## config.mk

```make
export PLATFORM = sky130hd
export DESIGN_NAME = muldiv_unit
export DESIGN_NICKNAME = d
export VERILOG_FILES = /design/src/muldiv_pkg.sv /design/src/operand_compare.sv /design/src/mul_unit.sv /design/src/div_unit.sv /design/src/muldiv_unit.sv
export SDC_FILE = /design/constraint.sdc
export NUM_CORES = 2
export LEC_CHECK = 0
export BUFFER_PORTS_ARGS = -buffer_cell sky130_fd_sc_hd__buf_2
export CAP_MARGIN = 20
export CORE_MARGIN = 3
export CORE_UTILIZATION = 59
export DETAILED_ROUTE_END_ITERATION = 16
export PLACE_DENSITY = 0.79
export SYNTH_ARGS = -nofsm -noshare
export SYNTH_HDL_FRONTEND = slang
export SYNTH_SLANG_ARGS = --single-unit
```

## constraint.sdc

```tcl
create_clock -name clk -period 6.2 [get_ports clk]
set_input_delay 1.24 -clock clk [delete_from_list [all_inputs] [get_ports clk]]
set_output_delay 1.24 -clock clk [all_outputs]
set_load 0.01 [all_outputs]
```

## src/muldiv_pkg.sv

```systemverilog
`default_nettype none

package muldiv_pkg;

	// operand and result width
	localparam int xlen = 32;
	// each partial-product factor is one half of an operand
	localparam int half_len = xlen / 2;

	// opcode encoding, also used by the test data file
	typedef enum logic [2:0]
	{
		op_slt  = 3'd0,
		op_sltu = 3'd1,
		op_mul  = 3'd2,
		op_div  = 3'd3,
		op_divu = 3'd4,
		op_rem  = 3'd5,
		op_remu = 3'd6
	} alu_op_e;

	typedef struct packed
	{
		logic [xlen-1:0] a;
		logic [xlen-1:0] b;
	} mul_cmd_t;

	typedef struct packed
	{
		logic [xlen-1:0] num;
		logic [xlen-1:0] denom;
		// magnitudes and sign fix-up only when set
		logic is_signed;
	} div_cmd_t;

	typedef struct packed
	{
		logic [xlen-1:0] quot;
		logic [xlen-1:0] rem;
	} div_rsp_t;

	// 3 + 32 + 32 = 67 bits
	typedef struct packed
	{
		alu_op_e op;
		logic [xlen-1:0] a;
		logic [xlen-1:0] b;
	} alu_cmd_t;

	typedef struct packed
	{
		logic lt_signed;
		logic lt_unsigned;
	} cmp_rsp_t;

	typedef enum logic [1:0]
	{
		st_mul_idle,
		st_mul_partial,
		st_mul_sum
	} mul_state_e;

	typedef enum logic [1:0]
	{
		st_div_idle,
		st_div_init,
		st_div_iter,
		st_div_fix
	} div_state_e;

endpackage

`default_nettype wire

```

## src/operand_compare.sv

```systemverilog
`default_nettype none

module operand_compare import muldiv_pkg::*;
(
	input logic [xlen-1:0] a,
	input logic [xlen-1:0] b,
	output cmp_rsp_t cmp
);

	// a - b as a + ~b + 1, with the carry kept
	logic [xlen-1:0] diff;
	logic carry;
	// set when a and b differ in sign and the result sign flipped
	logic ovf;

	always_comb
	begin
		{carry, diff} = {1'b0, a} + {1'b0, ~b} + {{xlen{1'b0}}, 1'b1};
		ovf = (a[xlen-1] ^ b[xlen-1]) & (a[xlen-1] ^ diff[xlen-1]);
		// no carry out means a borrow, so a < b unsigned
		cmp.lt_unsigned = ~carry;
		// sign of the difference, corrected for overflow
		cmp.lt_signed = diff[xlen-1] ^ ovf;
	end

endmodule

`default_nettype wire

```

## src/mul_unit.sv

```systemverilog
`default_nettype none

module mul_unit import muldiv_pkg::*;
(
	input logic clk,
	input logic rst,
	input logic start,
	input mul_cmd_t cmd,
	output logic done,
	output logic [xlen-1:0] prod
);

	mul_state_e state;

	// operands held for the whole operation
	mul_cmd_t opnd;

	// partial products, each factor is half_len bits
	logic [xlen-1:0] pp_ll;
	logic [xlen-1:0] pp_lh;
	logic [xlen-1:0] pp_hl;

	always_ff @(posedge clk)
	begin
		if (rst)
		begin
			state <= st_mul_idle;
			done <= 1'b0;
		end
		else
		begin
			done <= 1'b0;
			case (state)
				st_mul_idle:
				begin
					if (start)
					begin
						opnd <= cmd;
						state <= st_mul_partial;
					end
				end
				st_mul_partial:
				begin
					// three products in parallel
					// high x high only lands above bit xlen-1, so it is skipped
					pp_ll <= xlen'(opnd.a[half_len-1:0]) * xlen'(opnd.b[half_len-1:0]);
					pp_lh <= xlen'(opnd.a[half_len-1:0]) * xlen'(opnd.b[xlen-1:half_len]);
					pp_hl <= xlen'(opnd.a[xlen-1:half_len]) * xlen'(opnd.b[half_len-1:0]);
					state <= st_mul_sum;
				end
				st_mul_sum:
				begin
					// cross terms shifted up, truncated to the low word
					prod <= pp_ll + ((pp_lh + pp_hl) << half_len);
					done <= 1'b1;
					state <= st_mul_idle;
				end
				default:
				begin
					state <= st_mul_idle;
				end
			endcase
		end
	end

endmodule

`default_nettype wire

```

## src/div_unit.sv

```systemverilog
`default_nettype none

module div_unit import muldiv_pkg::*;
#(
	parameter int width = xlen,
	parameter int steps_per_cycle = 1
)
(
	input logic clk,
	input logic rst,
	input logic start,
	input div_cmd_t cmd,
	output logic done,
	output div_rsp_t rsp
);

	// partial remainder is double width plus a sign bit
	localparam int p_w = 2 * width + 1;
	localparam int cnt_w = $clog2(width + 1);

	div_state_e state;

	// operand magnitudes and the sign rules to apply at the end
	logic [width-1:0] num_mag;
	logic [width-1:0] den_mag;
	logic quot_neg;
	logic rem_neg;

	// iteration registers
	logic [p_w-1:0] p;
	logic [p_w-1:0] d;
	logic [width-1:0] q;
	logic [cnt_w-1:0] cnt;

	logic [p_w-1:0] p_next;
	logic [width-1:0] q_next;
	logic [cnt_w-1:0] cnt_next;

	// fix-up terms
	logic [width-1:0] q_conv;
	logic [width-1:0] quot_mag;
	logic [p_w-1:0] p_fix;
	logic [width-1:0] rem_mag;

	// steps_per_cycle non-restoring steps, stopping once all bits are done
	always_comb
	begin
		p_next = p;
		q_next = q;
		cnt_next = cnt;
		for (int i = 0; i < steps_per_cycle; i++)
		begin
			if (cnt_next != '0)
			begin
				// non-negative remainder: subtract, digit +1
				if (!p_next[p_w-1])
				begin
					p_next = (p_next << 1) - d;
					q_next = {q_next[width-2:0], 1'b1};
				end
				// negative: add back, digit -1
				else
				begin
					p_next = (p_next << 1) + d;
					q_next = {q_next[width-2:0], 1'b0};
				end
				cnt_next = cnt_next - cnt_w'(1);
			end
		end
	end

	always_comb
	begin
		// +1/-1 digits to binary
		q_conv = q - ~q;
		// one step too far when the last remainder went negative
		quot_mag = p[p_w-1] ? q_conv - width'(1) : q_conv;
		p_fix = p[p_w-1] ? p + d : p;
		rem_mag = p_fix[width +: width];
	end

	always_ff @(posedge clk)
	begin
		if (rst)
		begin
			state <= st_div_idle;
			done <= 1'b0;
		end
		else
		begin
			done <= 1'b0;
			case (state)
				st_div_idle:
				begin
					if (start)
					begin
						num_mag <= (cmd.is_signed && cmd.num[width-1]) ? -cmd.num : cmd.num;
						den_mag <= (cmd.is_signed && cmd.denom[width-1]) ? -cmd.denom : cmd.denom;
						quot_neg <= cmd.is_signed && (cmd.num[width-1] ^ cmd.denom[width-1]);
						rem_neg <= cmd.is_signed && cmd.num[width-1];
						state <= st_div_init;
					end
				end
				st_div_init:
				begin
					p <= {{(width + 1){1'b0}}, num_mag};
					// divisor aligned to the upper half
					d <= {1'b0, den_mag, {width{1'b0}}};
					q <= '0;
					cnt <= cnt_w'(width);
					state <= st_div_iter;
				end
				st_div_iter:
				begin
					p <= p_next;
					q <= q_next;
					cnt <= cnt_next;
					if (cnt_next == '0)
						state <= st_div_fix;
				end
				st_div_fix:
				begin
					// quotient truncates toward zero, remainder follows the numerator
					rsp.quot <= quot_neg ? -quot_mag : quot_mag;
					rsp.rem <= rem_neg ? -rem_mag : rem_mag;
					done <= 1'b1;
					state <= st_div_idle;
				end
				default:
				begin
					state <= st_div_idle;
				end
			endcase
		end
	end

endmodule

`default_nettype wire

```

## src/muldiv_unit.sv

```systemverilog
`default_nettype none

module muldiv_unit import muldiv_pkg::*;
#(
	parameter int div_steps_per_cycle = 1
)
(
	input logic clk,
	input logic rst,
	input logic cmd_valid,
	input alu_cmd_t cmd,
	output logic cmd_ready,
	output logic rsp_valid,
	output logic [xlen-1:0] rsp_data
);

	// one command in flight
	logic busy;
	logic accept;
	// compare result waiting one cycle
	logic cmp_pend;
	logic cmp_bit_q;
	// opcode kept to pick quotient or remainder
	alu_op_e op_q;

	cmp_rsp_t cmp;
	logic mul_start;
	logic mul_done;
	logic [xlen-1:0] mul_prod;
	logic div_start;
	logic div_done;
	div_rsp_t div_rsp;

	assign cmd_ready = !busy;
	assign accept = cmd_valid && cmd_ready;
	// units start on the accepting edge itself
	assign mul_start = accept && (cmd.op == op_mul);
	assign div_start = accept && (cmd.op inside {op_div, op_divu, op_rem, op_remu});

	operand_compare u_cmp (.a(cmd.a), .b(cmd.b), .cmp(cmp));

	mul_unit u_mul
	(
		.clk(clk), .rst(rst), .start(mul_start),
		.cmd('{a: cmd.a, b: cmd.b}),
		.done(mul_done), .prod(mul_prod)
	);

	div_unit #(.width(xlen), .steps_per_cycle(div_steps_per_cycle)) u_div
	(
		.clk(clk), .rst(rst), .start(div_start),
		.cmd('{num: cmd.a, denom: cmd.b, is_signed: (cmd.op == op_div) || (cmd.op == op_rem)}),
		.done(div_done), .rsp(div_rsp)
	);

	always_ff @(posedge clk)
	begin
		if (rst)
		begin
			busy <= 1'b0;
			cmp_pend <= 1'b0;
			rsp_valid <= 1'b0;
		end
		else
		begin
			rsp_valid <= 1'b0;
			if (accept)
			begin
				busy <= 1'b1;
				op_q <= cmd.op;
				case (cmd.op)
					op_slt:
					begin
						cmp_pend <= 1'b1;
						cmp_bit_q <= cmp.lt_signed;
					end
					op_sltu:
					begin
						cmp_pend <= 1'b1;
						cmp_bit_q <= cmp.lt_unsigned;
					end
					op_mul, op_div, op_divu, op_rem, op_remu:
						cmp_pend <= 1'b0;
					// Unused encoding answers zero so the unit never hangs.
					default:
					begin
						cmp_pend <= 1'b1;
						cmp_bit_q <= 1'b0;
					end
				endcase
			end
			else if (cmp_pend)
			begin
				cmp_pend <= 1'b0;
				busy <= 1'b0;
				rsp_valid <= 1'b1;
				rsp_data <= {{(xlen - 1){1'b0}}, cmp_bit_q};
			end
			else if (mul_done)
			begin
				busy <= 1'b0;
				rsp_valid <= 1'b1;
				rsp_data <= mul_prod;
			end
			else if (div_done)
			begin
				busy <= 1'b0;
				rsp_valid <= 1'b1;
				rsp_data <= (op_q inside {op_rem, op_remu}) ? div_rsp.rem : div_rsp.quot;
			end
		end
	end

endmodule

`default_nettype wire

```

# [Yosys cells after proc, flatten, opt, wreduce, memory -nomap -nowiden]
# Cells that the tools add are included.
[totals] regBits=470 input_bits=70 out_inout_bits=34
[classes] n_addsub=14 mul=3 eq_ne=17 muxes=34 n_bitwise=10 n_reduce_logical=33
[ops] cell="32-bit 2-to-1 mux" count=9
[ops] cell="65-bit 2-to-1 mux" count=2
[ops] cell="65-bit one-hot mux with 2 select lines" count=1
[ops] cell="32-bit negation" count=4
[ops] cell="65-bit by 64-bit adder with 65-bit output" count=1
[ops] cell="65-bit by 64-bit subtractor with 65-bit output" count=1
[ops] cell="64-bit adder" count=1
[ops] cell="64-bit 2-to-1 mux" count=1
[ops] cell="32-bit NOT" count=2
[ops] cell="32-bit one-hot mux with 2 select lines" count=1
[ops] cell="32-bit by 32-bit adder with 33-bit output" count=1
[ops] cell="33-bit by 1-bit adder with 33-bit output (second input constant)" count=1
[ops] cell="32-bit adder" count=1
[ops] cell="16-bit by 16-bit multiplier with 16-bit output" count=2
[ops] cell="16-bit by 16-bit multiplier with 32-bit output" count=1
[ops] cell="32-bit by 1-bit subtractor with 32-bit output (second input constant)" count=1
[ops] cell="32-bit subtractor" count=1
[ops] cell="16-bit adder" count=1
[ops] cell="3-bit == test (second input constant)" count=5
[ops] cell="3-bit AND reduction" count=5
[ops] cell="2-bit AND reduction" count=7
[ops] cell="1-bit 2-to-1 mux" count=12
[ops] cell="6-bit one-hot mux with 2 select lines" count=1
[ops] cell="2-bit one-hot mux with 4 select lines" count=1
[ops] cell="other kinds (26)" count=48

# [Depth between registers and ports, before layout]
[depth] word_depth=7 depth_mapped=27 mapped_depth_nobuf=25

# [By module]
# Synthesis repeated with hierarchy kept, for this count alone.
[unflattened] hier_cells=4029 area_unflattened_um2=41785.1
[modules_own_cells] module="mul_unit" n_inst=1 cells_per_inst=2264 area_per_inst_um2=22437.8
[modules_own_cells] module="div_unit" n_inst=1 cells_per_inst=1440 area_per_inst_um2=16051.6
[modules_own_cells] module="muldiv_unit" n_inst=1 cells_per_inst=216 area_per_inst_um2=2429.8
[modules_own_cells] module="operand_compare" n_inst=1 cells_per_inst=109 area_per_inst_um2=865.8

# [Worst setup path after synthesis]
# No wires, ideal clock.
[synth_path] path_type="input-to-reg" start="input rst" end="register u_mul.pp_hl[0] (enable)" t_arrival_ns=6.143 required_time_ns=5.622 setup_slack_ns=-0.521 path_stages=2 cell_sequence="clkbuf_1 nor3b_1"
[synth_via] elab_chain_len=2
[synth_lines] element="start: declaration" line="muldiv_unit.sv:9" source="input logic rst,"
[synth_lines] element="1-bit NOT (no source line)"
[synth_lines] element="2-bit AND reduction (no source line)"
[synth_lines] element="end signal: assignment" line="mul_unit.sv:48" source="pp_hl <= xlen'(opnd.a[xlen-1:half_len]) * xlen'(opnd.b[half_len-1:0]);"
[synth_lines] element="end: declaration" line="mul_unit.sv:21" source="logic [xlen-1:0] pp_hl;"
# No other way between the ends.
# A chain may end at the register's enable or synchronous reset.

# [Final worst setup path]
[layout_path] start="register u_mul.opnd[5] in the netlist's numbering" end="register u_mul.pp_ll[30], data pin"
[layout_via] elab_chain_len=1
[layout_lines] element="start: declaration" line="mul_unit.sv:16" source="mul_cmd_t opnd;"
[layout_lines] element="start signal: assignment" line="mul_unit.sv:38" source="opnd <= cmd;"
[layout_lines] element="16-bit by 16-bit multiplier with 32-bit output" line="mul_unit.sv:46" source="pp_ll <= xlen'(opnd.a[half_len-1:0]) * xlen'(opnd.b[half_len-1:0]);"
[layout_lines] element="end signal: assignment" line="mul_unit.sv:46"
[layout_lines] element="end: declaration" line="mul_unit.sv:19" source="logic [xlen-1:0] pp_ll;"
# No other way between the ends.

==> run_results.csv <==
group,metric,value,unit
run_status,status,"finished, final reports clean",
timing,layout_worst_path_cycle_share,99.5,%
drt,first_iter_violations,2347,
synth,ys_seq_area_share,34.1,%
synth,synth_edf_count,460,
timing,setup_viol,0,
finish,layout.cells.most_common_list,"inv_1, edfxtp_1, nand2_1",
timing,slew_violations,0,
worst_setup_path,start_kind,"flip-flop",
worst_setup_path,cp_slowest_stage_delay,0.55,ns
worst_setup_path,crit_slowest_cell,"or4_4",
drt,routedWlPerCell,20.2,µm
global_routing,grt_pass1_wl,160000,µm
clock_tree,clk_pin_slew,0.06,ns
floorplan,die_w,270,µm
floorplan,die_height,270,µm
synth,synth_warnings,0,
timing,worst_slew_pin_slew,1.04,ns
worst_setup_path,crit_top_cell,"fa_1",
synth,ys_ff_latch,469,
place,dp_slack,-0.122,ns
clock_tree,cts_root_buffer,"clkbuf_16",
floorplan,die_area,0.0727,mm²
min_path,hp-class,"flip-flop to flip-flop",
clock_tree,htreeDepth,2,
synth,yosysTopAreaCell,"edfxtp_1",
timing,fin_skew,0.0307,ns
power,cellPowerDensity,281,mW/mm²
clock_tree,cts-buffers-inserted,50,
global_routing,antenna_found_initial,5,
worst_setup_path,worst_ep_arrival_time,6.50,ns
timing,rsz0062_at_grt,"yes",
clock_tree,holdBufCountCts,0,
drt,dr.pass1.iters,5,
floorplan,fp-row-count,96,
floorplan,ios,104,
finish,finalNetCount,4874,
power,leakage,19.6,nW
run,max_cap_viol_count,0,
timing,finalHoldViolCount,0,
clock_tree,cts.sinks,469,
worst_setup_path,r2r_end,"u_mul.pp_ll[30]$_DFFE_PP_",
worst_setup_path,worstPathRequired,6.53,ns
timing,fin_crit,6.17,ns
drt,routed_wl,102000,µm
timing,fmax,0.162,GHz
worst_setup_path,crit_type,"flip-flop to flip-flop",
place,place.gp.congestion,0.966,
finish,layout-area-overhead-vs-synth,9.89,%
global_routing,grt_overflow,0,
synth,synth_top_area_share,33.7,%
clock_tree,cts_tree,"yes",
clock_tree,clock_tree.buffer_depth,3,
synth,ys_top_cells_by_area,"edfxtp_1, fa_1, ha_1",
worst_setup_path,regToRegSetupSlack,0.03,ns
worst_setup_path,crit_end,"u_mul.pp_ll[30]$_DFFE_PP_",
synth,synth_ff_type,"edfxtp_1",
floorplan,start_util,59.7,%
synth,syn-cell-area,0.0410,mm²
synth,syn_avg_cell_area,10.3,µm²
synth,synthCells,3974,
synth,synth_cell_types,94,
synth,syn_nets,4741,
place,portBuffers,103,
worst_setup_path,crit_start,"u_mul.opnd[5]$_DFFE_PP_",
place,hpwl,80100,µm
finish,drive_gt1_share,10.3,%
drt,drc,0,
worst_setup_path,end_kind,"flip-flop",
global_routing,grt_pass1_vias,29300,
synth,synthArstFlopShare,0,%
global_routing,track_usage,28.0,%
timing,layout_setup_ws,0.0287,ns
global_routing,grt_max_degree,66,
drt,vias,29200,
worst_setup_path,crit_chain,"and2_4 > fa_1 > inv_1 > fa_1 > inv_1 > fa_1 > fa_1 > fa_1 > inv_1 > fa_1 > inv_1 > ha_1 > or4_4 > o22a_1 > o311ai_4 > a21oi_2 > a21o_1 > nand4_1 > o21ai_2 > a311oi_2 > xnor2_1",
finish,final_common_cell,"inv_1",
power,vdd_drop_max,0.274,mV
finish,instances_no_fill,5082,
min_path,hold_path_depth,0,
worst_setup_path,path_max_fanout,4,
timing,fin_hold_ws,0.400,ns
timing,relSlewSlack,31.0,%
floorplan,core,0.0687,mm²
drt,vias_per_cell,5.75,
clock_tree,clock_latency,0.61,ns
drt,ant_nets,0,
place,dp.cells,4961,
worst_setup_path,r2r_start,"u_mul.opnd[5]$_DFFE_PP_",
worst_setup_path,rr_worst_depth,21,
## kinds of logic after synthesis
logic type / synth area share, %
AND/OR/NAND/NOR: 13.9
multiplexers: 2.12
flip-flops: 34.1
XOR/XNOR: 7.16
adder cells (fa/ha/maj): 27.8
buffers and inverters: 6.37
AO/OA/AOI/OAI: 8.52
## state kept, by name (all words and copies together) (netlist names), 32 cells and up
register       count
u_div.p           65
u_div.rsp         64
u_mul.opnd        64
rsp_data          32
u_div.d           32
u_div.den_mag     32
u_div.num_mag     32
u_mul.pp_ll       32
u_mul.prod        32
## repair_timing
item | CTS | global route
hold endpoints to repair | 0 | 0
cloned | 0 | 1
buffers inserted | 0 | 24
gates resized for setup | 6 | 67
endpoints found under the setup margin | 3 | 11
pin swaps | 6 | 45
## synthesized netlist by cell type (all sizes together) (4+ instances only)
cell,instances
a21o,55
o221ai,4
a311oi,6
nand2,424
nand4,20
nand3,31
and4,5
and3,13
dfxtp,9
or4,7
o21a,22
or3,15
edfxtp,460
o31a,6
o41ai,12
and2,280
nor2b,27
clkbuf,122
nor3b,7
o21ai,101
nor3,57
fa,359
mux2i,44
a221o,4
nand2b,32
xor2,102
o311ai,4
inv,549
mux2,37
a2111oi,8
a21oi,194
o211ai,4
ha,338
o31ai,24
a211oi,15
or2,9
buf,19
nor2,206
a31oi,23
nor4,19
o21bai,22
xnor2,228
## worst min path at each step
stage,slack [ns],end,startpoint
finish,0.40,u_div.d[61]$_DFFE_PP_,u_div.den_mag[29]$_DFFE_PP_
global route,0.40,u_div.d[61]$_DFFE_PP_,u_div.den_mag[29]$_DFFE_PP_
CTS,0.40,u_div.d[61]$_DFFE_PP_,u_div.den_mag[29]$_DFFE_PP_
detailed placement,0.40,u_div.d[47]$_DFFE_PP_,u_div.den_mag[15]$_DFFE_PP_
global placement,0.40,u_div.d[60]$_DFFE_PP_,u_div.den_mag[28]$_DFFE_PP_
floorplan,0.40,u_div.d[32]$_DFFE_PP_,u_div.den_mag[0]$_DFFE_PP_
## layer usage
layer	global-route usage, %	wire (µm)	vias up
met4	11.0	4490	6
li1	-	-	13500
met2	44.4	46000	1285
met3	5.35	9590	249
met1	38.5	42300	14200
met5	0	28	-
## layout make-up
cell class                 count  area [µm²]
sequential                   469       14000
fill                        5359       23600
inverter                     551        2070
antenna                        3        7.51
clock inverter                29         269
clock buffer                  64        1360
tap                          931        1160
timing repair buffer         222        1530
multi-input combinational   2813       24700
## through the flow
stage | instance area [µm²] | utilization [%] | TNS (ns) | power (mW)
after global routing | 45100 | 65.6 | -0.614 | 13.5
after CTS | 44600 | 64.9 | 0 | 12.5
after floorplan | 41000 | - | 0 | 8.24
after global placement | 42900 | 62.5 | -0.00576 | 9.44
after detailed placement | 42900 | 62.5 | -0.225 | 9.56
final | 45100 | 65.6 | 0 | 12.7
## power breakdown
group          switching (mW)  leakage, nW  internal [mW]  total, mW
clock network            1.26        0.777           1.69       2.94
logic                    3.15         14.5           2.18       5.32
registers               0.317         4.27           4.10       4.42
total                    4.72         19.6           7.96       12.7
## critical path, delay by kind of cell (launching register included)
family	cells	cell delay [ns]
fa+ha+maj	7	3.24
buf+inv	4	0.22
flops	1	0.47
xor+xnor	1	0.11
compound gates	6	1.03
simple gates	3	0.86
No activity file was read; power rests on OpenSTA's default activity.
